`config.mk`:
```
export PLATFORM = sky130hd
export DESIGN_NAME = pop_cen
export DESIGN_NICKNAME = d
export VERILOG_FILES = /design/src/source/pop_cen.sv
export SDC_FILE = /design/constraint.sdc
export NUM_CORES = 1
export LEC_CHECK = 0
export BUFFER_PORTS_ARGS = -buffer_cell sky130_fd_sc_hd__buf_2
export CAP_MARGIN = 10
export CELL_PAD_IN_SITES_DETAIL_PLACEMENT = 1
export CELL_PAD_IN_SITES_GLOBAL_PLACEMENT = 1
export CORE_AREA = 5 5 42 44
export DETAILED_ROUTE_END_ITERATION = 8
export DIE_AREA = 0 0 47 49
export PLACE_DENSITY_LB_ADDON = 0.1
export SLEW_MARGIN = 0
export SYNTH_ARGS = -nofsm -noshare
export SYNTH_HDL_FRONTEND = slang
export SYNTH_SLANG_ARGS = --single-unit
export TNS_END_PERCENT = 100
```
`constraint.sdc`:
```
create_clock -name clk -period 1.5 [get_ports clk]
set_clock_uncertainty 0.05 [all_clocks]
set_input_delay 0.075 -clock clk [delete_from_list [all_inputs] [get_ports clk]]
set_output_delay 0.075 -clock clk [all_outputs]
set_load 0.005 [all_outputs]
```
`src/source/pop_cen.sv`:
```
`timescale 1ns/1ps
`default_nettype none

module pop_cen (
    input  logic clk,      // 20 MHz
    input  logic rst,
    output logic cpu_cen,  // clk/8
    output logic pxl_cen,  // clk/4
    output logic pxl2_cen  // clk/2
);

    logic [2:0] cnt;

    // Enables decoded from the count before the increment, so
    // each one is registered and lands one clock later
    always_ff @(posedge clk) begin
        if (rst) begin
            cnt      <= 3'd0;
            cpu_cen  <= 1'b0;
            pxl_cen  <= 1'b0;
            pxl2_cen <= 1'b0;
        end else begin
            cnt      <= cnt + 3'd1;  // Wraps freely
            pxl2_cen <= cnt[0];
            pxl_cen  <= &cnt[1:0];
            cpu_cen  <= &cnt;
        end
    end

    // Slower enables are nested inside the faster ones
    assert property (@(posedge clk) disable iff (rst) pxl_cen |-> pxl2_cen)
        else $error("pxl_cen pulsed without pxl2_cen");

endmodule

`default_nettype wire

```
==> metrics <==
WL/cell=slightly above 8 µm; pwr/cell area=roughly 1400 nW/µm²; fin crit share=between 70% and 80%; post-route ant nets=0; CP Max Fanout=3; initial antenna violation count=0; vias=114; Syn Area/Cell=about 13 µm²; Critical Path Sink Type=flop; Clock Latency Late Sink=between 0.2 and 0.25 ns; Clock transition at path regs=approximately 0.05 ns; RSZ-0062 raised after global routing=no; filler cell count=between 150 and 200; diode count=0; DIE WIDTH=between 40 and 50 µm; FMAX=~900 MHz; Die Ht=just under 50 µm; Die ar.=2300 µm²; Worst Tran Pin Value=around 0.10 ns; post-synthesis cell count=14; num rows=14; post-place setup slack=approximately 0.42 ns; Max Slew Vio Count=0; Hold WS=0.00845 ns; Setup WS post-layout=approximately 0.42 ns; Core ar.=between 1000 and 1500 µm²; final hold viol count=0; worst rel slew slack=between 90 and 100%; DRT Pass-1 Iters=1; area of the mapped netlist=~180 µm²; Critical Path RT=~1.6 ns; Leak=between 0.1 and 0.15 nW; DRC viols=0; setup bufs post-CTS=0; GRT Total Usage=~4.0%; initial DRC count=0; IO buf count=4; Vias/cell=between 3 and 4; vias in the first global route=~110; initial core utilization=12.9%; post-synth net total=18; startpoint class of the critical path=flop; count of final setup violators=0; sequential cell area fraction in the yosys report=between 60% and 70%; Peak VDD IR=approximately 0.24 mV; Critical Path AT=1.17 ns; CP Class=flop to flop; worst min-delay path class=input pin to flop; Synth Register Bits=6; Syn-to-layout area delta=34.7%; CTS tree=built; max capacitance violation total=0; min Tclk post-route=1.08 ns; CTS Hold Bufs=0; Ys Warns=0; largest net degree at the start of global routing=7; Finished Core Util=between 10% and 20%; layout cells sized above 1=between 30% and 40%; total gr overflow=0; RePlAce Congestion=between 0.5 and 0.6; total CTS buffers=3; number of distinct library cells after synthesis=4; status=finished clean; # clock sinks=6; setup_tns=0 ns; Routed WL=~300 µm; Root Buffer=clkbuf_4; first-pass GRT wire length=around 450 µm; NumNets Final=27; post-CTS resize count=0; clk buf depth=2; H-tree depth=1; IO Pins=5
metal layers:
metal / track usage, % / share of wire [%] / vias to the layer above
li1: - / - / 58
met1: 3.11 / 40 / 47
met2: 2.94 / 37 / 7
met3: 5.54 / 20 / 2
met4: 6.91 / 3.0 / 0
met5: 0 / 0 / -
final timing paths:
| check | from | to | slack, ns | cells after the start |
|---|---|---|---|---|
| worst min register to register | cnt[0] | cnt[0] | 0.39 | 1 |
| worst min-delay path | rst | cnt[0] | 0.008 | 2 |
| worst max register to register | cnt[0] | cnt[2] | 0.42 | 3 |
| worst max-delay path | cnt[0] | cnt[2] | 0.42 | 3 |
sequential cells by signal, summed over array words and instances (netlist names):
| signal | cells |
|---|---|
| cpu_cen | 1 |
| cnt | 3 |
| pxl_cen | 1 |
| pxl2_cen | 1 |
cells by family (layout without fill, tap and decap cells):
group / after synthesis / count (layout) / synth area share (%)
adder cells (fa/ha/maj): 2 / 2 / 13.9
buffers and inverters: 0 / 7 / 0
AND/OR/NAND/NOR: 6 / 6 / 19.4
flip-flops: 6 / 6 / 66.7
synthesized netlist by cell type (all sizes together):
library cell	n	area (µm²)
nor2b	5	31.3
dfxtp	6	120
nor2	1	3.75
ha	2	25.0
cells in the final DEF, fill, tap and decap left out, drive strengths merged:
cell type / netlist / final
dfxtp: 6 / 6
nor2b: 5 / 5
nor2: 1 / 1
clkbuf: 0 / 3
buf: 0 / 4
ha: 2 / 2
power by group:
part           internal [mW]  switching, mW
clock network         0.0906         0.0600
registers              0.169        0.00304
logic                0.00919        0.00708
layout make-up:
| type | instances | area, µm² | area share [%] |
|---|---|---|---|
| clock buffers | 3 | 22.5 | 9.28 |
| multi-input cells | 8 | 60.1 | 24.7 |
| flip-flops and latches | 6 | 120 | 49.5 |
| well taps | 16 | 20.0 | 8.25 |
| repair buffers | 4 | 20.0 | 8.25 |
critical path, cell delays in order, from the launching register on:
cell and delay, ns:
dfxtp_1 0.32, ha_1 0.22, ha_1 0.26, nor2b_1 0.12
through the flow:
step                cells  instance area (µm²)  power [mW]
floorplan              14                  180       0.184
finish                 37                  243       0.339
global placement       34                  220       0.191
global route           37                  243       0.361
CTS                    37                  243       0.350
detailed placement     34                  220       0.192
No activity file was read; power rests on OpenSTA's default activity.
