File: config.mk
export PLATFORM = sky130hd
export DESIGN_NAME = pop_loader
export DESIGN_NICKNAME = d
export VERILOG_FILES = /design/src/source/pop_pkg.sv /design/src/source/pop_loader.sv
export SDC_FILE = /design/constraint.sdc
export NUM_CORES = 1
export LEC_CHECK = 0
export BUFFER_PORTS_ARGS = -buffer_cell sky130_fd_sc_hd__buf_4
export CAP_MARGIN = 20
export CORE_ASPECT_RATIO = 1.4
export CORE_MARGIN = 5
export CORE_UTILIZATION = 46
export CTS_BUF_LIST = sky130_fd_sc_hd__clkbuf_4
export DETAILED_ROUTE_END_ITERATION = 7
export GPL_ROUTABILITY_DRIVEN = 0
export PLACE_DENSITY = 0.89
export SLEW_MARGIN = 15
export SYNTH_ARGS = -nofsm -noshare
export SYNTH_HDL_FRONTEND = slang
export SYNTH_SLANG_ARGS = --single-unit
File: constraint.sdc
create_clock -name clk -period 1.71 [get_ports clk]
set_input_delay 0.171 -clock clk [delete_from_list [all_inputs] [get_ports clk]]
set_output_delay 0.171 -clock clk [all_outputs]
set_load 0.03 [all_outputs]
File: src/source/pop_pkg.sv
`default_nettype none

package pop_pkg;

    // Memory map of the download stream
    localparam int ROM_AW   = 15;       // 32 KB program ROM
    localparam int PAL_AW   = 8;        // 256 palette entries
    localparam int PAL_BASE = 32768;    // Palette follows the ROM

    // Game reset held after the download ends
    localparam int HOLD_CYCLES = 4;

    // Default video timing, pixels per line
    localparam int H_TOTAL  = 320;
    localparam int H_ACTIVE = 256;
    localparam int HS_START = 272;
    localparam int HS_END   = 296;

    // Lines per frame
    localparam int V_TOTAL  = 264;
    localparam int V_ACTIVE = 224;
    localparam int VS_START = 236;
    localparam int VS_END   = 240;

    typedef enum logic [1:0] {
        ld_idle,    // Out of reset, nothing loaded yet
        ld_load,    // Download in progress
        ld_hold,    // Settling delay before release
        ld_run      // Game running
    } load_state_t;

endpackage

`default_nettype wire

File: src/source/pop_loader.sv
`timescale 1ns/1ps
`default_nettype none

module pop_loader #(
    parameter int HOLD_CYCLES = pop_pkg::HOLD_CYCLES
) (
    input  logic                      clk,
    input  logic                      rst,
    input  logic                      downloading,
    input  logic                      ioctl_wr,
    input  logic [21:0]               ioctl_addr,
    input  logic [7:0]                ioctl_data,
    output logic [pop_pkg::ROM_AW-1:0] prog_addr,
    output logic [7:0]                prog_data,
    output logic                      rom_we,
    output logic                      pal_we,
    output logic                      game_rst
);

    import pop_pkg::*;

    localparam int HW = (HOLD_CYCLES > 1) ? $clog2(HOLD_CYCLES + 1) : 1;

    localparam logic [21:0] PAL_LO = 22'(PAL_BASE);
    localparam logic [21:0] PAL_HI = 22'(PAL_BASE + (1 << PAL_AW));

    load_state_t   state;
    logic [HW-1:0] hold_cnt;
    logic          wr_ok;
    logic          is_rom;
    logic          is_pal;

    assign wr_ok  = ioctl_wr && downloading;
    assign is_rom = ioctl_addr < PAL_LO;
    assign is_pal = !is_rom && (ioctl_addr < PAL_HI);  // Above PAL_HI is dropped

    always_ff @(posedge clk) begin
        if (rst) begin
            state    <= ld_idle;
            hold_cnt <= '0;
        end else begin
            case (state)
                ld_idle, ld_run: begin
                    if (downloading) state <= ld_load;
                end
                ld_load: begin
                    if (!downloading) begin
                        state    <= (HOLD_CYCLES > 1) ? ld_hold : ld_run;
                        hold_cnt <= HW'(HOLD_CYCLES - 2);  // Edge into the hold counts as one
                    end
                end
                ld_hold: begin
                    if (downloading) begin
                        state <= ld_load;  // Reload restarts the sequence
                    end else if (hold_cnt == '0) begin
                        state <= ld_run;
                    end else begin
                        hold_cnt <= hold_cnt - 1'b1;
                    end
                end
                default: state <= ld_idle;
            endcase
        end
    end

    assign game_rst = (state != ld_run);

    // Write strobes
    always_ff @(posedge clk) begin
        if (rst) begin
            rom_we <= 1'b0;
            pal_we <= 1'b0;
        end else begin
            rom_we <= wr_ok && is_rom;
            pal_we <= wr_ok && is_pal;
        end
    end

    always_ff @(posedge clk) begin
        if (wr_ok) begin
            prog_addr <= ioctl_addr[ROM_AW-1:0];  // Low bits also index the palette
            prog_data <= ioctl_data;
        end
    end

    assert property (@(posedge clk) disable iff (rst) !(rom_we && pal_we))
        else $error("ROM and palette written in the same cycle");

endmodule

`default_nettype wire

==> results_dict.tcl, run 1 <==
set metrics [dict create \
    yosys_warnings 0 \
    numCtsBuffers 5 \
    worstMarginPinSlew_ns 0.3301 \
    h-tree-depth 2 \
    nFillCells 134 \
    max_cap_viol_count 0 \
    crit_path_max_incr_delay_ns 0.37 \
    maxSlewViolCount 0 \
    layout.nets 204 \
    layout_common_cells "60 x buf_4, 24 x dlygate4sd3_1, 23 x edfxtp_1" \
    ant_nets 0 \
    clock_skew_ns 0.004451 \
    max_freq_mhz 671.8 \
    vias 961 \
    worst-setup-path-type "flop to flop" \
    route.detailed.drc 0 \
    worst-path-max-fanout 5 \
    grt_pass1_wl_mm 4.215 \
    placedCellCount 168 \
    track_usage_pct 17.33 \
    initial_utilization_pct 47.51 \
    placed_cell_area_um2 1618 \
    final_common_cell "buf_4" \
    finalCritPeriodShare_pct 87.05 \
    dieArea_um2 3578 \
    clock-sinks 30 \
    hold_violations 0 \
    end_kind "flop" \
    fin_cells 200 \
    die_w_um 52 \
    finalInstanceArea_um2 1936 \
    area_delta_synth_final_pct 70.37 \
    status "finished clean" \
    cts_buffer_depth 2 \
    cp.required_ns 1.95 \
    regArea_um2 830.8 \
    coreArea_um2 2391 \
    cp-start-kind "flop" \
    power_density_nw_per_um2 915.2 \
    wl_per_cell_um 14.67 \
    cts_setup_buffers 0 \
    overflow 0 \
    clkLatencyLatePin_ns 0.34 \
    worst_slack_ns 0.2215 \
    syn_inst 75 \
    leakage_nw 0.8022 \
    yosysSeqAreaShare_pct 73.13 \
    portBuffers 59 \
    layout-drive-gt1-share_pct 43.37 \
    finalSetupViolations 0 \
    cts_tree "yes" \
    num_antenna_cells 0 \
    hpwlAfterDp_mm 2.042 \
    drtPass1Iterations 4 \
    grt_max_degree 25 \
    ios 60 \
    syn_area_um2 1136 \
    rsz0062_at_grt "false" \
    multi_input_area_um2 267.8 \
    die_h_um 68.80 \
    hold_class "primary input to flop" \
    pre_cts_slack_ns 0.2978 \
    cts.clk_slew.worst_paths_ns 0.09 \
    relSlewSlack_pct 77.99 \
    slowest_stage "dfxtp_1" \
    antenna_found_initial 0 \
    syn-num-nets 114 \
    report.power.total_w 0.001772 \
    cp_common_cell "ha_1" \
    yosysUniqueCellTypes 23 \
    num_rows 21 \
    fin_setup_tns_ns 0 \
    syn_avg_cell_area_um2 15.15 \
    path_cells "inv_1 > ha_1 > ha_1 > nor2_1 > a31oi_1 > o21a_1" \
    grt_pass1_vias 957 \
    ir_drop_v 0.0006813 \
    root_buffer "clkbuf_4" \
    fin_crit_ns 1.489 \
    routed_wl_mm 2.933 \
    synth_seq_cells 30 \
    cts_resized 0 \
    avgViaCountPerCell 4.805 \
    crit_arrival_ns 1.73 \
    drtIter0Drc 35 \
]
[cell type report]
| type | instances | share of cell area [%] |
|---|---|---|
| clock inverters | 3 | 2.069 |
| well taps | 34 | 2.198 |
| flip-flops and latches | 30 | 42.92 |
| repair buffers | 84 | 35.68 |
| clock buffers | 5 | 1.939 |
| inverters | 7 | 1.357 |
| multi-input cells | 37 | 13.83 |
[per-layer routing]
layer,track usage (%),vias to the layer above,part of all wire (%)
li1,-,454,-
met1,13.57,443,32
met2,32.86,57,56
met3,8.387,7,9.1
met4,10.82,0,2.6
met5,0,-,0
[power by group]
group | switching, W | total, W | leakage, nW | internal, W
clock network | 0.000245 | 0.000548 | 0.0450 | 0.000302
logic | 0.000188 | 0.000365 | 0.484 | 0.000177
registers | 0.0000214 | 0.000859 | 0.273 | 0.000837
total | 0.000455 | 0.00177 | 0.802 | 0.00132
[registers in the layout (all words and copies together), names as in the netlist]
name and count:
prog_addr 15, prog_data 8, hold_cnt 3, state 2, pal_we 1, rom_we 1
[through the flow]
stage	hold slack, ns	util, %
2_1_floorplan	0.2404	-
3_3_place_gp	0.3360	67.66
3_5_place_dp	0.3405	67.66
4_1_cts	0.0000001110	78.02
5_1_grt	0.01830	80.95
6_report	0.03746	80.95
[timing repair]
item | 4_1_cts | 5_1_grt
endpoints found under the setup margin | 0 | 0
endpoints found under the hold margin | 17 | 7
hold buffers | 17 | 7
[final timing paths]
path / slack, ns / endpoint / cells past startpoint / start
max: 0.22 / hold_cnt[1] / 6 / hold_cnt[0]
min: 0.04 / hold_cnt[2] / 2 / rst
max reg2reg: 0.22 / hold_cnt[1] / 6 / hold_cnt[0]
min reg2reg: 0.51 / hold_cnt[2] / 2 / hold_cnt[2]
[cell usage after synthesis (all sizes together)]
master | n | area [um^2]
nand3b | 1 | 7.510
inv | 7 | 26.28
nor2 | 4 | 15.01
edfxtp | 23 | 690.7
o31ai | 1 | 12.51
a21oi | 3 | 15.01
a31oi | 3 | 18.77
o21a | 1 | 7.510
nor4b | 1 | 8.760
and3b | 1 | 8.760
buf | 1 | 11.26
nor4 | 3 | 25.02
o21ai | 1 | 5.000
nand3 | 4 | 20.02
nor2b | 1 | 13.76
and2 | 2 | 12.51
ha | 5 | 62.56
nor3 | 1 | 5.000
o21bai | 2 | 18.77
nand2 | 3 | 11.26
dfxtp | 7 | 140.1
[critical path, delay by kind of cell (launching register included)]
family	cells	cell delay, ns
adder cells (fa/ha/maj)	2	0.47
AO/OA/AOI/OAI	2	0.25
AND/OR/NAND/NOR	1	0.22
flip-flops	1	0.37
buffers and inverters	1	0.08
[logic make-up (layout without fill, tap and decap cells)]
group / after synthesis / after routing / synth area share [%]
and+or+nand+nor: 21 / 21 / 11.23
adders and majority gates: 5 / 5 / 5.507
AOI/OAI and AO/OA: 11 / 11 / 6.828
DFF: 30 / 30 / 73.13
buffers and inverters: 8 / 99 / 3.304
Note: power is estimated with default switching activity, not from simulation.
==> run 2: changes to the inputs <==
ABC_AREA = 1   (was unset)
CORE_UTILIZATION = 45   (was 46)
PLACE_DENSITY = 0.87   (was 0.89)
==> results_dict.tcl, run 2 <==
set metrics [dict create \
    yosys-top-cells-area "edfxtp_1 61%, dfxtp_1 12%, ha_1 5.5%" \
    num_antenna_cells 0 \
    synth_largest_area_cell "edfxtp_1" \
    clkLatencyLatePin_ns 0.32 \
    num_rows 21 \
    fin_crit_ns 1.387 \
    wl_per_cell_um 14.17 \
    route.detailed.drc 0 \
    synth-edff-count 23 \
    largest_reg_flops 15 \
    cp-start-kind "flop" \
    path_cells "inv_1 > ha_1 > ha_1 > inv_1 > nand2_1 > nor2_1 > nand2_1 > a21oi_2" \
    fin_cells 203 \
    layout-drive-gt1-share_pct 43.20 \
    final_common_cell "buf_4" \
    path_buf_inv 2 \
    grt_pass1_vias 972 \
    yosys_warnings 0 \
    cts_buffer_depth 2 \
    yosys_most_used_dff "edfxtp_1" \
    portBuffers 59 \
    initial_utilization_pct 46.89 \
    root_buffer "clkbuf_4" \
    cts_tree "yes" \
    use_met1_pct 13.60 \
    finalCritPeriodShare_pct 81.12 \
    met2_usage_pct 28.04 \
    yosysUniqueCellTypes 15 \
    finalSetupViolations 0 \
    ys_async_sr_fraction_pct 0 \
    dieArea_um2 3637 \
    power_density_nw_per_um2 983.8 \
    crit_path_max_incr_delay_ns 0.35 \
    grt-busiest-layer "met2" \
    report.power.total_w 0.001775 \
    worst-path-max-fanout 3 \
    relSlewSlack_pct 81.25 \
    vias 951 \
    maxSlewViolCount 0 \
    drtIter0Drc 20 \
    yosysMostFrequentCell "edfxtp_1" \
    syn_area_um2 1134 \
    overflow 0 \
    worst-setup-path-type "flop to flop" \
    worstMarginPinSlew_ns 0.2813 \
    end_kind "flop" \
    fin_setup_tns_ns 0 \
    synth_common_cells "23 x edfxtp_1, 16 x nor2_1, 15 x inv_1" \
    hold_violations 0 \
    reg2reg_slack_ns 0.32 \
    max_freq_mhz 720.9 \
    synth_top_cell_area_share_pct 60.93 \
    coreArea_um2 2417 \
    crit_arrival_ns 1.65 \
    reg_top3 "prog_addr x15, prog_data x8, hold_cnt x3" \
    syn-num-nets 130 \
    critPathTopFamily "adder cells" \
    placedCellCount 185 \
    layout_common_cells "60 x buf_4, 23 x edfxtp_1, 16 x nor2_1" \
    cp.required_ns 1.97 \
    largest_register "prog_addr" \
    synth_seq_cells 30 \
    grt_max_degree 24 \
    numCtsBuffers 5 \
    cts_resized 0 \
    antenna_found_initial 0 \
    grt_use_met3_pct 6.882 \
    hold_class "primary input to flop" \
    clock-sinks 30 \
    routed_wl_mm 2.877 \
    grt_pass1_wl_mm 4.140 \
    layout.nets 207 \
    avgViaCountPerCell 4.685 \
    h-tree-depth 2 \
    area_delta_synth_final_pct 59.16 \
    clock_skew_ns 0.001213 \
    hpwlAfterDp_mm 2.131 \
    yosysSeqAreaShare_pct 73.29 \
    die_w_um 52.42 \
    max_cap_viol_count 0 \
    rsz0062_at_grt "false" \
    cts.clk_slew.worst_paths_ns 0.10 \
    ir_drop_v 0.0006572 \
    syn_inst 91 \
    track_usage_pct 15.30 \
    die_h_um 69.39 \
    slowest_stage "dfxtp_1" \
    syn_avg_cell_area_um2 12.46 \
    status "finished clean" \
    drtPass1Iterations 4 \
    finalCoreUtilization_pct 74.64 \
    leakage_nw 0.8129 \
    ant_nets 0 \
    ios 60 \
]
[run 2: routing by layer]
metal | routed length, um | up-vias
met5 | 0 | -
met4 | 47 | 0
met3 | 314 | 6
met2 | 1512 | 61
met1 | 1002 | 432
li1 | - | 452
[run 2: logic make-up after synthesis]
group	Yosys count	synth area share (%)
AOI/OAI and AO/OA	4	2.208
adders and majority gates	5	5.519
buffers and inverters	15	4.967
DFF	30	73.29
and+or+nand+nor	37	14.02
[run 2: power breakdown]
part	leakage (nW)	internal [W]	switching [W]
clock	0.0450	0.000303	0.000235
sequential	0.273	0.000840	0.0000239
combinational	0.495	0.000166	0.000208
[run 2: layout make-up]
type                            instances  area, um^2
Sequential cell                        30       830.8
Clock inverter                          3       40.04
Multi-Input combinational cell         46       246.5
Fill cell                             167       613.1
Tap cell                               34       42.54
Timing Repair Buffer                   70       550.5
Clock buffer                            5       37.54
Inverter                               15       56.30
[run 2: worst paths after layout]
kind                 start  cells after the start      endpoint
min          ioctl_data[1]                      1  prog_data[1]
max            hold_cnt[0]                      8   hold_cnt[2]
min reg2reg    hold_cnt[2]                      2   hold_cnt[2]
max reg2reg    hold_cnt[0]                      8   hold_cnt[2]
[run 2: through the flow]
step	setup WS, ns	hold slack, ns	cell area [um^2]
global route	0.2349	-0.003475	1804
global placement	0.3888	0.3452	1627
floorplan	0.5006	0.2334	1134
CTS	0.3441	0.008939	1724
detailed placement	0.3701	0.3447	1627
finish	0.3229	0.02166	1804
[run 2: timing repair]
item                      CTS  global route
hold buffers                2             8
hold endpoints to repair    2             8
buffers inserted            0             0
