<file path="src/source/pop_pkg.sv">
`default_nettype none

package pop_pkg;

    // Memory map of the download stream
    localparam int ROM_AW   = 15;       // 32 KB program ROM
    localparam int PAL_AW   = 8;        // 256 palette entries
    localparam int PAL_BASE = 32768;    // Palette follows the ROM

    // Game reset held after the download ends
    localparam int HOLD_CYCLES = 4;

    // Default video timing, pixels per line
    localparam int H_TOTAL  = 320;
    localparam int H_ACTIVE = 256;
    localparam int HS_START = 272;
    localparam int HS_END   = 296;

    // Lines per frame
    localparam int V_TOTAL  = 264;
    localparam int V_ACTIVE = 224;
    localparam int VS_START = 236;
    localparam int VS_END   = 240;

    typedef enum logic [1:0] {
        ld_idle,    // Out of reset, nothing loaded yet
        ld_load,    // Download in progress
        ld_hold,    // Settling delay before release
        ld_run      // Game running
    } load_state_t;

endpackage

`default_nettype wire

</file>
<file path="src/source/pop_vtiming.sv">
`timescale 1ns/1ps
`default_nettype none

module pop_vtiming #(
    parameter int H_TOTAL  = pop_pkg::H_TOTAL,
    parameter int H_ACTIVE = pop_pkg::H_ACTIVE,
    parameter int HS_START = pop_pkg::HS_START,
    parameter int HS_END   = pop_pkg::HS_END,
    parameter int V_TOTAL  = pop_pkg::V_TOTAL,
    parameter int V_ACTIVE = pop_pkg::V_ACTIVE,
    parameter int VS_START = pop_pkg::VS_START,
    parameter int VS_END   = pop_pkg::VS_END
) (
    input  logic       clk,
    input  logic       rst,
    input  logic       pxl_cen,
    output logic [9:0] hcnt,
    output logic [8:0] vcnt,
    output logic       hb,
    output logic       vb,
    output logic       hs,
    output logic       vs
);

    logic [9:0] h_nxt;
    logic [8:0] v_nxt;
    logic       h_wrap;

    assign h_wrap = (hcnt == 10'(H_TOTAL - 1));
    assign h_nxt  = h_wrap ? 10'd0 : hcnt + 10'd1;

    always_comb begin
        v_nxt = vcnt;
        if (h_wrap) begin
            v_nxt = (vcnt == 9'(V_TOTAL - 1)) ? 9'd0 : vcnt + 9'd1;
        end
    end

    // Flags decoded from the next count so they move with the counters
    always_ff @(posedge clk) begin
        if (rst) begin
            hcnt <= 10'd0;
            vcnt <= 9'd0;
            hb   <= 1'b0;
            vb   <= 1'b0;
            hs   <= 1'b0;
            vs   <= 1'b0;
        end else if (pxl_cen) begin
            hcnt <= h_nxt;
            vcnt <= v_nxt;
            hb   <= h_nxt >= 10'(H_ACTIVE);
            hs   <= (h_nxt >= 10'(HS_START)) && (h_nxt < 10'(HS_END));
            vb   <= v_nxt >= 9'(V_ACTIVE);
            vs   <= (v_nxt >= 9'(VS_START)) && (v_nxt < 9'(VS_END));
        end
    end

    assert property (@(posedge clk) disable iff (rst)
        (hcnt < 10'(H_TOTAL)) && (vcnt < 9'(V_TOTAL)))
        else $error("Video counter out of range");

endmodule

`default_nettype wire
</file>
<file path="config.mk">
export PLATFORM = sky130hd
export DESIGN_NAME = pop_vtiming
export DESIGN_NICKNAME = d
export VERILOG_FILES = /design/src/source/pop_pkg.sv /design/src/source/pop_vtiming.sv
export SDC_FILE = /design/constraint.sdc
export NUM_CORES = 1
export LEC_CHECK = 0
export BUFFER_PORTS_ARGS = -buffer_cell sky130_fd_sc_hd__clkbuf_2
export CORE_ASPECT_RATIO = 1.2
export CORE_MARGIN = 2
export CORE_UTILIZATION = 50
export DETAILED_ROUTE_END_ITERATION = 8
export PLACE_DENSITY = 0.73
export SYNTH_ARGS = -nofsm -noshare
export SYNTH_HDL_FRONTEND = slang
export SYNTH_SLANG_ARGS = --single-unit
</file>
<file path="constraint.sdc">
create_clock -name clk -period 3.5 [get_ports clk]
set_input_delay 0.525 -clock clk [delete_from_list [all_inputs] [get_ports clk]]
set_output_delay 0.525 -clock clk [all_outputs]
set_load 0.03 [all_outputs]
</file>
==> out/qor.csv, run 1 <==
stage,metric,value,unit
yosys,number of synthesized register bits,23,
yosys,Synth async-reset ratio,0,%
yosys,Mean Syn Cell Area,8.02,um2
yosys,mux cell area share after synthesis,3.94,%
cells_and_area,share of layout cells above drive strength 1,19.0,%
floorplan,I/O pin cnt,26,
floorplan,die height,61.2,um
clock_network,clock sink total,23,
sta,Tcrit/Tclk final,75.6,%
detailed_routing,length of the first detailed-routing pass in iterations,4,
sta,Hold Fails Final Rpt,0,
sta,slew of the pin with the lowest slew margin,0.606,ns
sta,setup ws final,0.855,ns
yosys,XOR/XNOR share of the synthesized area,5.14,%
cells_and_area,Antenna diodes,0,
hold_path,Hold WC Path Type,flip-flop to flip-flop,
setup_path,CP Cell Sequence,"ha_1, or4b_4, nor4_4, o21ai_1, a21oi_1, or4b_4, o31ai_2",
cells_and_area,# fillers,257,
yosys,Adder-Cell Fraction of Synth Area,1.83,%
grt,largest net degree at the start of global routing,25,
clock_network,H-tree depth,1,
clock_network,total clock buffers created by CTS,3,
yosys,simple-gate share of the synthesized area,33.5,%
setup_path,worst path required time,3.73,ns
detailed_routing,drt wl/cell,13.2,um
power,combinational share of power,8.6,%
power,clock share of power,28.2,%
setup_path,crit-path max FO,7,
clock_network,TritonCTS clock tree,built,
clock_network,# Post-CTS Setup Buffers,0,
power,Sw Pwr,0.109,mW
clock_network,hold_buf cts,0,
cells_and_area,storage element area,460,um2
sta,relative slew slack,59.0,%
run,max cap viols,0,
yosys,"EDFF count, synth",0,
setup_path,crit path capture type,flip-flop,
status,status,"complete, no violations",
detailed_routing,detailed-route wire length,2.94,mm
yosys,top_reg_cell synth,dfxtp_1,
setup_path,"Largest stage delay, worst path",0.51,ns
clock_network,CTS max path bufs,2,
power,Cell Pwr Density,287,mW/mm2
setup_path,slowest cell on the critical path,or4b_4,
power,Reg power frac,63.1,%
sta,setup TNS,0,ns
grt,All-Layer GR Usage,20.8,%
detailed_routing,DR iter-0 viols,10,
cells_and_area,fin nets,195,
yosys,synth unique cells,42,
grt,first-pass GRT wire length,4.96,mm
place,Placer Congestion,0.879,
power,Leakage,0.598,nW
sta,min cycle time layout,2.64,ns
floorplan,Die X,51.7,um
power,VDD IR max,0.000166,V
grt,grt total ovfl,0,
clock_network,"Clk Latency, worst-skew pair",0.30,ns
clock_network,Post-CTS Resized,0,
sta,RSZ-0062 raised after global routing,false,
power,Sw Ratio,25.2,%
sta,clk_skew,0.00150,ns
cells_and_area,Util after Layout,58.9,%
cells_and_area,Layout area overhead,10.3,%
yosys,sequential share of the synthesized area,33.8,%
sta,final-report max-slew violation count,0,
sta,final setup vio count,0,
floorplan,Core Box Area,0.00255,mm2
yosys,Synth warnings,0,
detailed_routing,DRC Markers,0,
floorplan,initial core utilization,53.4,%
yosys,post-synthesis instance total,170,
sta,fmax,378,MHz
detailed_routing,vias per cell,5.70,
yosys,Mapped Nets,175,
setup_path,CP most frequent cell,or4b_4,
cells_and_area,footprint of the multi-input gates,840,um2
place,pre-CTS WS,0.891,ns
detailed_routing,Final ANT Viol Nets,0,
setup_path,critical path class,flip-flop to flip-flop,
power,Design Power,0.432,mW
floorplan,row count,20,
yosys,Synth Cell Area,0.00136,mm2
yosys,largest family of logic cells by synthesized area,simple AND/OR/NAND/NOR gates,
detailed_routing,DR vias,1265,
setup_path,crit path launch type,flip-flop,
clock_network,Root Driver,clkbuf_4,
yosys,Compound-Gate Fraction of Synth Area,17.2,%
floorplan,die area,0.00316,mm2
setup_path,CP arrival,2.88,ns
place,number of port buffers,25,
clock_network,"CTS clk-pin slew, worst paths",0.12,ns
place,Post-DP HPWL,2.13,mm
grt,initial antenna violation count,0,
power,Pint,0.323,mW
grt,vias in the first global route,1156,
## cells by family (layout without fill, tap and decap cells)
| group | after synthesis | count (layout) |
|---|---|---|
| AOI/OAI and AO/OA | 35 | 35 |
| DFF | 23 | 23 |
| muxes | 5 | 5 |
| adders and majority gates | 2 | 2 |
| xor gates and xnor gates | 8 | 8 |
| and+or+nand+nor | 84 | 84 |
| buffers and inverters | 13 | 32 |
## state kept, by name, summed over array words and instances, names as in the netlist
name  count
vs        1
hcnt     10
hs        1
vcnt      9
vb        1
hb        1
## Yosys cell counts, types with 2 or more instances
library cell	number	area share, %
and3_1	7	3.2
a32oi_1	2	1.3
and2_1	5	2.3
nand3_1	9	3.3
or4b_4	2	2.0
mux2_2	3	2.5
nor2_1	24	6.6
a311oi_1	2	1.3
a32o_1	2	1.5
a211oi_1	2	1.1
o21a_1	2	1.1
o21ai_0	3	1.1
a21oi_1	12	4.4
mux2i_1	2	1.5
nand4_1	4	1.8
inv_1	3	0.83
dfxtp_1	23	34
nor3_1	6	2.2
nand2_1	13	3.6
nor2b_1	2	0.92
nor3b_1	2	1.1
buf_6	2	1.7
clkbuf_1	8	2.2
o21ai_1	3	1.1
ha_1	2	1.8
nand2b_1	3	1.4
xor2_1	7	4.5
## power groups by stage
stage               sequential [mW]  combinational (mW)  clock [mW]
global route                  0.273              0.0410       0.141
CTS                           0.272              0.0376       0.129
detailed placement            0.278              0.0376           0
floorplan                     0.286              0.0186           0
finish                        0.273              0.0371       0.122
global placement              0.278              0.0371           0
## layer usage
| metal | track usage, % | wire length (um) |
|---|---|---|
| met1 | 25.2 | 1240 |
| met2 | 36.6 | 1510 |
| met3 | 2.18 | 152 |
| met4 | 10.5 | 38 |
| met5 | 0 | 0 |
## path summary, 6_finish.rpt
check	depth (start not counted)	start	to	slack, ns
setup reg to reg	7	vcnt[0]	vs	0.86
hold reg to reg	2	vs	vs	0.48
hold / removal	2	vs	vs	0.48
setup / recovery	7	vcnt[0]	vs	0.86
## critical path, delay by kind of cell, from the launching register on
| family | cells | cell delay (ns) |
|---|---|---|
| fa+ha+maj | 1 | 0.28 |
| compound gates | 3 | 0.49 |
| flops | 1 | 0.43 |
| simple gates | 3 | 1.37 |
## final cells by class
cell class                 count  share of cell area [%]
inverter                       3                   0.749
tap                           33                    2.75
multi-input combinational    134                    55.8
timing repair buffer          25                    8.32
sequential                    23                    30.6
clock buffer                   4                    1.75
## placed cells by master (no fill, tap or decap), types with 2 or more instances in the layout
cell type  instances
and2_1             5
o21ai_0            3
a32oi_1            2
ha_1               2
and3_1             7
xor2_1             7
clkbuf_4           3
nand4_1            4
a32o_1             2
or4b_4             2
nand2b_1           3
nor2b_1            2
o21a_1             2
mux2i_1            2
nor3_1             6
inv_1              3
a21oi_1           12
a311oi_1           2
o21ai_1            3
nand2_1           13
a211oi_1           2
mux2_2             3
dfxtp_1           23
nor3b_1            2
nor2_1            24
clkbuf_2          25
nand3_1            9
## per-stage QoR
stage,hold WS (ns),cells,cell area [um2]
after CTS,0.487,222,1500
after global routing,0.509,222,1500
after global placement,0.453,218,1480
after detailed placement,0.460,218,1480
final,0.482,222,1500
after floorplan,0.595,170,1360
Note: power is estimated with default switching activity, not from simulation.
==> inputs of run 2 (changes only) <==
Settings changed: CORE_UTILIZATION 50 to 49, PLACE_DENSITY 0.73 to 0.75.
Clock period 3.5 ns to 2.35 ns, I/O delays scaled along.
==> run 2 against run 1 <==
Effect of this change:
- total power increased by 50%
- routed wire length rose by 12%
- critical path depth stayed put
- highest routed layer unchanged
- sequential cell count unchanged
- via count is 8.9% higher
- hold slack got worse by 0.0014 ns
- maximum frequency increased by 16%
- clock skew rose by 0.0049 ns
==> out/qor.csv, run 2 (synthesis results as in run 1) <==
stage,metric,value,unit
detailed_routing,length of the first detailed-routing pass in iterations,4,
power,Reg power frac,62.2,%
clock_network,clock sink total,23,
sta,final-report max-slew violation count,0,
grt,largest net degree at the start of global routing,25,
sta,Hold Fails Final Rpt,0,
grt,All-Layer GR Usage,22.1,%
cells_and_area,"commonest non-fill, non-tap cell in the layout",clkbuf_2,
place,number of port buffers,25,
power,VDD IR max,0.000320,V
detailed_routing,DR iter-0 viols,30,
floorplan,Die X,52.2,um
place,Placer Congestion,0.873,
cells_and_area,# fillers,256,
grt,first-pass GRT wire length,5.44,mm
power,Pint,0.480,mW
detailed_routing,drt wl/cell,13.8,um
cells_and_area,Final Non-Filler Cells,239,
grt,initial antenna violation count,0,
cells_and_area,Layout area overhead,22.7,%
clock_network,H-tree depth,1,
floorplan,Core Box Area,0.00260,mm2
detailed_routing,DR vias,1377,
floorplan,row count,20,
cells_and_area,footprint of the multi-input gates,873,um2
sta,min cycle time layout,2.29,ns
sta,clk_skew,0.00640,ns
detailed_routing,vias per cell,5.76,
sta,final setup vio count,0,
cells_and_area,"commonest non-fill, non-tap cells in the layout","clkbuf_2 (25), nor2_1 (24), dfxtp_1 (21)",
sta,slew of the pin with the lowest slew margin,0.530,ns
cells_and_area,most flop-heavy register,hcnt,
clock_network,"CTS clk-pin slew, worst paths",0.13,ns
clock_network,"Clk Latency, worst-skew pair",0.32,ns
power,clock share of power,28.9,%
power,Sw Pwr,0.169,mW
detailed_routing,DRC Markers,0,
setup_path,R2R Setup Slk,0.06,ns
detailed_routing,detailed-route wire length,3.29,mm
clock_network,total clock buffers created by CTS,3,
setup_path,crit path launch type,flip-flop,
clock_network,CTS max path bufs,2,
setup_path,crit-path max FO,5,
run,max cap viols,0,
setup_path,slowest cell on the critical path,or4b_4,
cells_and_area,max reg flops,10,
cells_and_area,share of layout cells above drive strength 1,29.1,%
power,Sw Ratio,26.0,%
place,placed inst area,0.00161,mm2
place,Post-DP HPWL,2.32,mm
sta,fmax,437,MHz
floorplan,die area,0.00322,mm2
grt,grt total ovfl,0,
cells_and_area,fin nets,212,
floorplan,I/O pin cnt,26,
setup_path,Critical path buffers and inverters,0,
power,combinational share of power,8.8,%
sta,Hold WS,0.480,ns
setup_path,critical path class,flip-flop to flip-flop,
power,Design Power,0.649,mW
setup_path,crit path capture type,flip-flop,
detailed_routing,Final ANT Viol Nets,0,
power,Leakage,0.692,nW
sta,relative slew slack,63.8,%
cells_and_area,Largest regs,"hcnt (10), vcnt (9)",
floorplan,initial core utilization,52.4,%
sta,setup ws final,0.0609,ns
sta,Tcrit/Tclk final,97.4,%
cells_and_area,design area,0.00167,mm2
floorplan,die height,61.8,um
setup_path,Top delay family on crit path,simple AND/OR/NAND/NOR gates,
cells_and_area,Antenna diodes,0,
hold_path,Hold WC Path Type,flip-flop to flip-flop,
clock_network,TritonCTS clock tree,built,
setup_path,worst path required time,2.59,ns
setup_path,"Largest stage delay, worst path",0.47,ns
status,status,"complete, no violations",
setup_path,CP Cell Sequence,"ha_4, or4b_4, nor4_4, o21ai_1, a21oi_2, or4b_4, o31ai_2",
sta,setup TNS,0,ns
cells_and_area,storage element area,468,um2
grt,vias in the first global route,1269,
setup_path,CP most frequent cell,or4b_4,
clock_network,Root Driver,clkbuf_4,
place,pre-CTS WS,0.0104,ns
place,placed insts,232,
cells_and_area,Util after Layout,64.3,%
power,Cell Pwr Density,388,mW/mm2
setup_path,CP arrival,2.53,ns
==> run 2: power by group through the flow <==
stage	clock network (mW)	registers, mW	logic, mW
6_report	0.188	0.404	0.0573
5_1_grt	0.212	0.405	0.0632
4_1_cts	0.194	0.403	0.0570
3_5_place_dp	0	0.412	0.0568
3_3_place_gp	0	0.411	0.0563
2_1_floorplan	0	0.424	0.0277
==> run 2: worst reg2reg max path: stages, from the launching register on <==
cell     delay [ns]
dfxtp_4        0.39
ha_4           0.13
or4b_4         0.47
nor4_4         0.29
o21ai_1        0.15
a21oi_2        0.15
or4b_4         0.47
o31ai_2        0.17
==> run 2: final cells by class <==
type	count	area share [%]
Tap cell	33	2.47
Timing Repair Buffer	42	15.1
Inverter	3	0.673
Sequential cell	23	28.0
Multi-Input combinational cell	134	52.2
Clock buffer	4	1.57
==> run 2: metal layers <==
| layer | wire length, um | part of all wire, % | vias up | GRT usage, % |
|---|---|---|---|---|
| met1 | 1430 | 43 | 670 | 25.4 |
| met4 | 39 | 1.2 | 0 | 9.89 |
| met3 | 77 | 2.3 | 4 | 3.59 |
| met5 | 0 | 0 | - | 0 |
| li1 | - | - | 681 | - |
| met2 | 1750 | 53 | 22 | 40.5 |
==> run 2: timing repair <==
action	4_1_cts	5_1_grt
endpoints found under the setup margin	1	4
resized for setup	0	2
hold buffers	0	0
setup buffers	0	3
pin swaps	1	2
endpoints found under the hold margin	0	0
==> run 2: path summary, 6_finish.rpt <==
kind,startpoint,endpoint,cells past startpoint
worst min register to register,vs,vs,2
worst max-delay path,vcnt[0],vs,7
worst max register to register,vcnt[0],vs,7
worst min-delay path,vs,vs,2
==> inputs of run 3 (changes only) <==
Settings changed: CORE_ASPECT_RATIO 1.2 to unset.
==> run 3 against run 2 <==
Effect of this change:
- global-route usage rose by 0.18 points
- worst setup slack improved by 0.042 ns
- non-clock buffer count fell by 2
- maximum frequency rose by 1.9%
- via count fell by 0.29%
- combinational power rose by 12%
- final cell count fell by 1.7%
- register-to-register slack improved by 0.04 ns
- sequential power barely moved
- largest cell class unchanged
- first-iteration DRC count rose by 110%
- routed wire length rose by 4.1%
- clock power rose by 3%
==> out/qor.csv, run 3 (synthesis results as in run 1) <==
stage,metric,value,unit
power,VDD IR max,0.000345,V
cells_and_area,most flop-heavy register,hcnt,
sta,fmax,445,MHz
setup_path,CP most frequent cell,or4b_4,
setup_path,"Largest stage delay, worst path",0.48,ns
setup_path,CP arrival,2.49,ns
sta,relative slew slack,69.5,%
run,max cap viols,0,
clock_network,hold_buf cts,0,
clock_network,H-tree depth,1,
clock_network,TritonCTS clock tree,built,
grt,All-Layer GR Usage,22.3,%
setup_path,Critical R2R Launch,vcnt[1],
detailed_routing,DR iter-0 viols,63,
detailed_routing,Final ANT Viol Nets,0,
cells_and_area,Antenna diodes,0,
grt,vias in the first global route,1219,
cells_and_area,fin nets,210,
place,number of port buffers,25,
power,Cell Pwr Density,400,mW/mm2
detailed_routing,DRC Markers,0,
clock_network,"CTS clk-pin slew, worst paths",0.14,ns
setup_path,critical path class,flip-flop to flip-flop,
cells_and_area,"commonest non-fill, non-tap cell in the layout",clkbuf_2,
cells_and_area,max reg flops,10,
sta,min cycle time layout,2.25,ns
setup_path,Critical path buffers and inverters,0,
cells_and_area,storage element area,468,um2
sta,clk_skew,0.0150,ns
cells_and_area,Layout area overhead,21.1,%
grt,grt total ovfl,0,
grt,grt peak-use layer,met2,
power,Leakage,0.680,nW
sta,final setup vio count,0,
floorplan,die height,56.8,um
detailed_routing,drt wl/cell,14.6,um
setup_path,CP startpoint,vcnt[1],
cells_and_area,Util after Layout,60.9,%
floorplan,I/O pin cnt,26,
setup_path,Top delay family on crit path,simple AND/OR/NAND/NOR gates,
setup_path,crit-path max FO,7,
sta,slew of the pin with the lowest slew margin,0.445,ns
sta,Tcrit/Tclk final,95.6,%
sta,Hold Fails Final Rpt,0,
grt,GR Util met1,31.3,%
grt,met3 Use GR,3.46,%
detailed_routing,DR vias,1373,
detailed_routing,length of the first detailed-routing pass in iterations,4,
grt,M2 GR Usage,33.9,%
floorplan,Core Box Area,0.00271,mm2
detailed_routing,detailed-route wire length,3.42,mm
sta,final-report max-slew violation count,0,
hold_path,Hold WC Path Type,input port to flip-flop,
floorplan,die area,0.00322,mm2
cells_and_area,Largest regs,"hcnt (10), vcnt (9)",
place,Post-DP HPWL,2.44,mm
grt,first-pass GRT wire length,5.73,mm
sta,RSZ-0062 raised after global routing,true,
hold_path,min-delay src,rst,
floorplan,row count,19,
grt,largest net degree at the start of global routing,22,
clock_network,Root Driver,clkbuf_4,
clock_network,CTS max path bufs,2,
sta,Hold WS,0.356,ns
grt,initial antenna violation count,0,
floorplan,initial core utilization,50.3,%
cells_and_area,"commonest non-fill, non-tap cells in the layout","clkbuf_2 (25), nor2_1 (24), dfxtp_1 (21)",
setup_path,crit path capture type,flip-flop,
clock_network,clock sink total,23,
clock_network,total clock buffers created by CTS,3,
cells_and_area,# fillers,247,
place,Placer Congestion,0.862,
cells_and_area,share of layout cells above drive strength 1,27.9,%
setup_path,worst path required time,2.59,ns
status,status,"complete, no violations",
clock_network,"Clk Latency, worst-skew pair",0.32,ns
detailed_routing,vias per cell,5.84,
cells_and_area,footprint of the multi-input gates,870,um2
setup_path,crit path launch type,flip-flop,
floorplan,Die X,56.8,um
setup_path,CP Cell Sequence,"ha_4, or4b_4, nor4_4, o21ai_1, a21oi_1, or4b_4, o31ai_2",
setup_path,slowest cell on the critical path,or4b_4,
run 3: changes by cell type in the layout (fill, tap and decap cells not counted):
cell and delta:
a21oi_1 +1, a21oi_2 -1, buf_4 -2
run 3: what timing repair did:
| action | 4_1_cts | 5_1_grt |
|---|---|---|
| pin swaps | 1 | 0 |
| buffers inserted | 0 | 0 |
| gates resized for setup | 0 | 1 |
| setup endpoints to repair | 1 | 1 |
run 3: layer usage:
layer | part of all wire [%] | up-vias
li1 | - | 679
met1 | 47 | 638
met2 | 45 | 46
met3 | 4.9 | 10
met4 | 2.7 | 0
met5 | 0 | -
run 3: path summary, 6_finish.rpt:
| path | slack (ns) | endpoint | cells past startpoint |
|---|---|---|---|
| worst max-delay path | 0.10 | vs | 7 |
| worst min-delay path | 0.36 | hcnt[6] | 2 |
| worst max register to register | 0.10 | vs | 7 |
| worst min register to register | 0.48 | vs | 2 |
run 3: area by class of cell:
cell class	count	share of cell area (%)
inverter	3	0.682
multi-input combinational	134	52.7
sequential	23	28.3
timing repair buffer	40	14.4
clock buffer	4	1.59
tap	31	2.35
run 3: where the power goes:
| group | internal, mW | switching, mW |
|---|---|---|
| Combinational | 0.0220 | 0.0421 |
| Sequential | 0.395 | 0.00719 |
| Clock | 0.0664 | 0.128 |
| Total | 0.483 | 0.177 |
run 3: through the flow:
step	setup TNS (ns)	instances	cell area [um2]	power [mW]	setup slack [ns]
2_1_floorplan	-0.0978	170	1400	0.452	-0.0978
3_3_place_gp	0	231	1620	0.472	0.0665
3_5_place_dp	0	231	1620	0.474	0.000268
4_1_cts	0	235	1650	0.659	0.102
5_1_grt	-0.00247	235	1650	0.689	-0.00247
6_report	0	235	1650	0.660	0.103
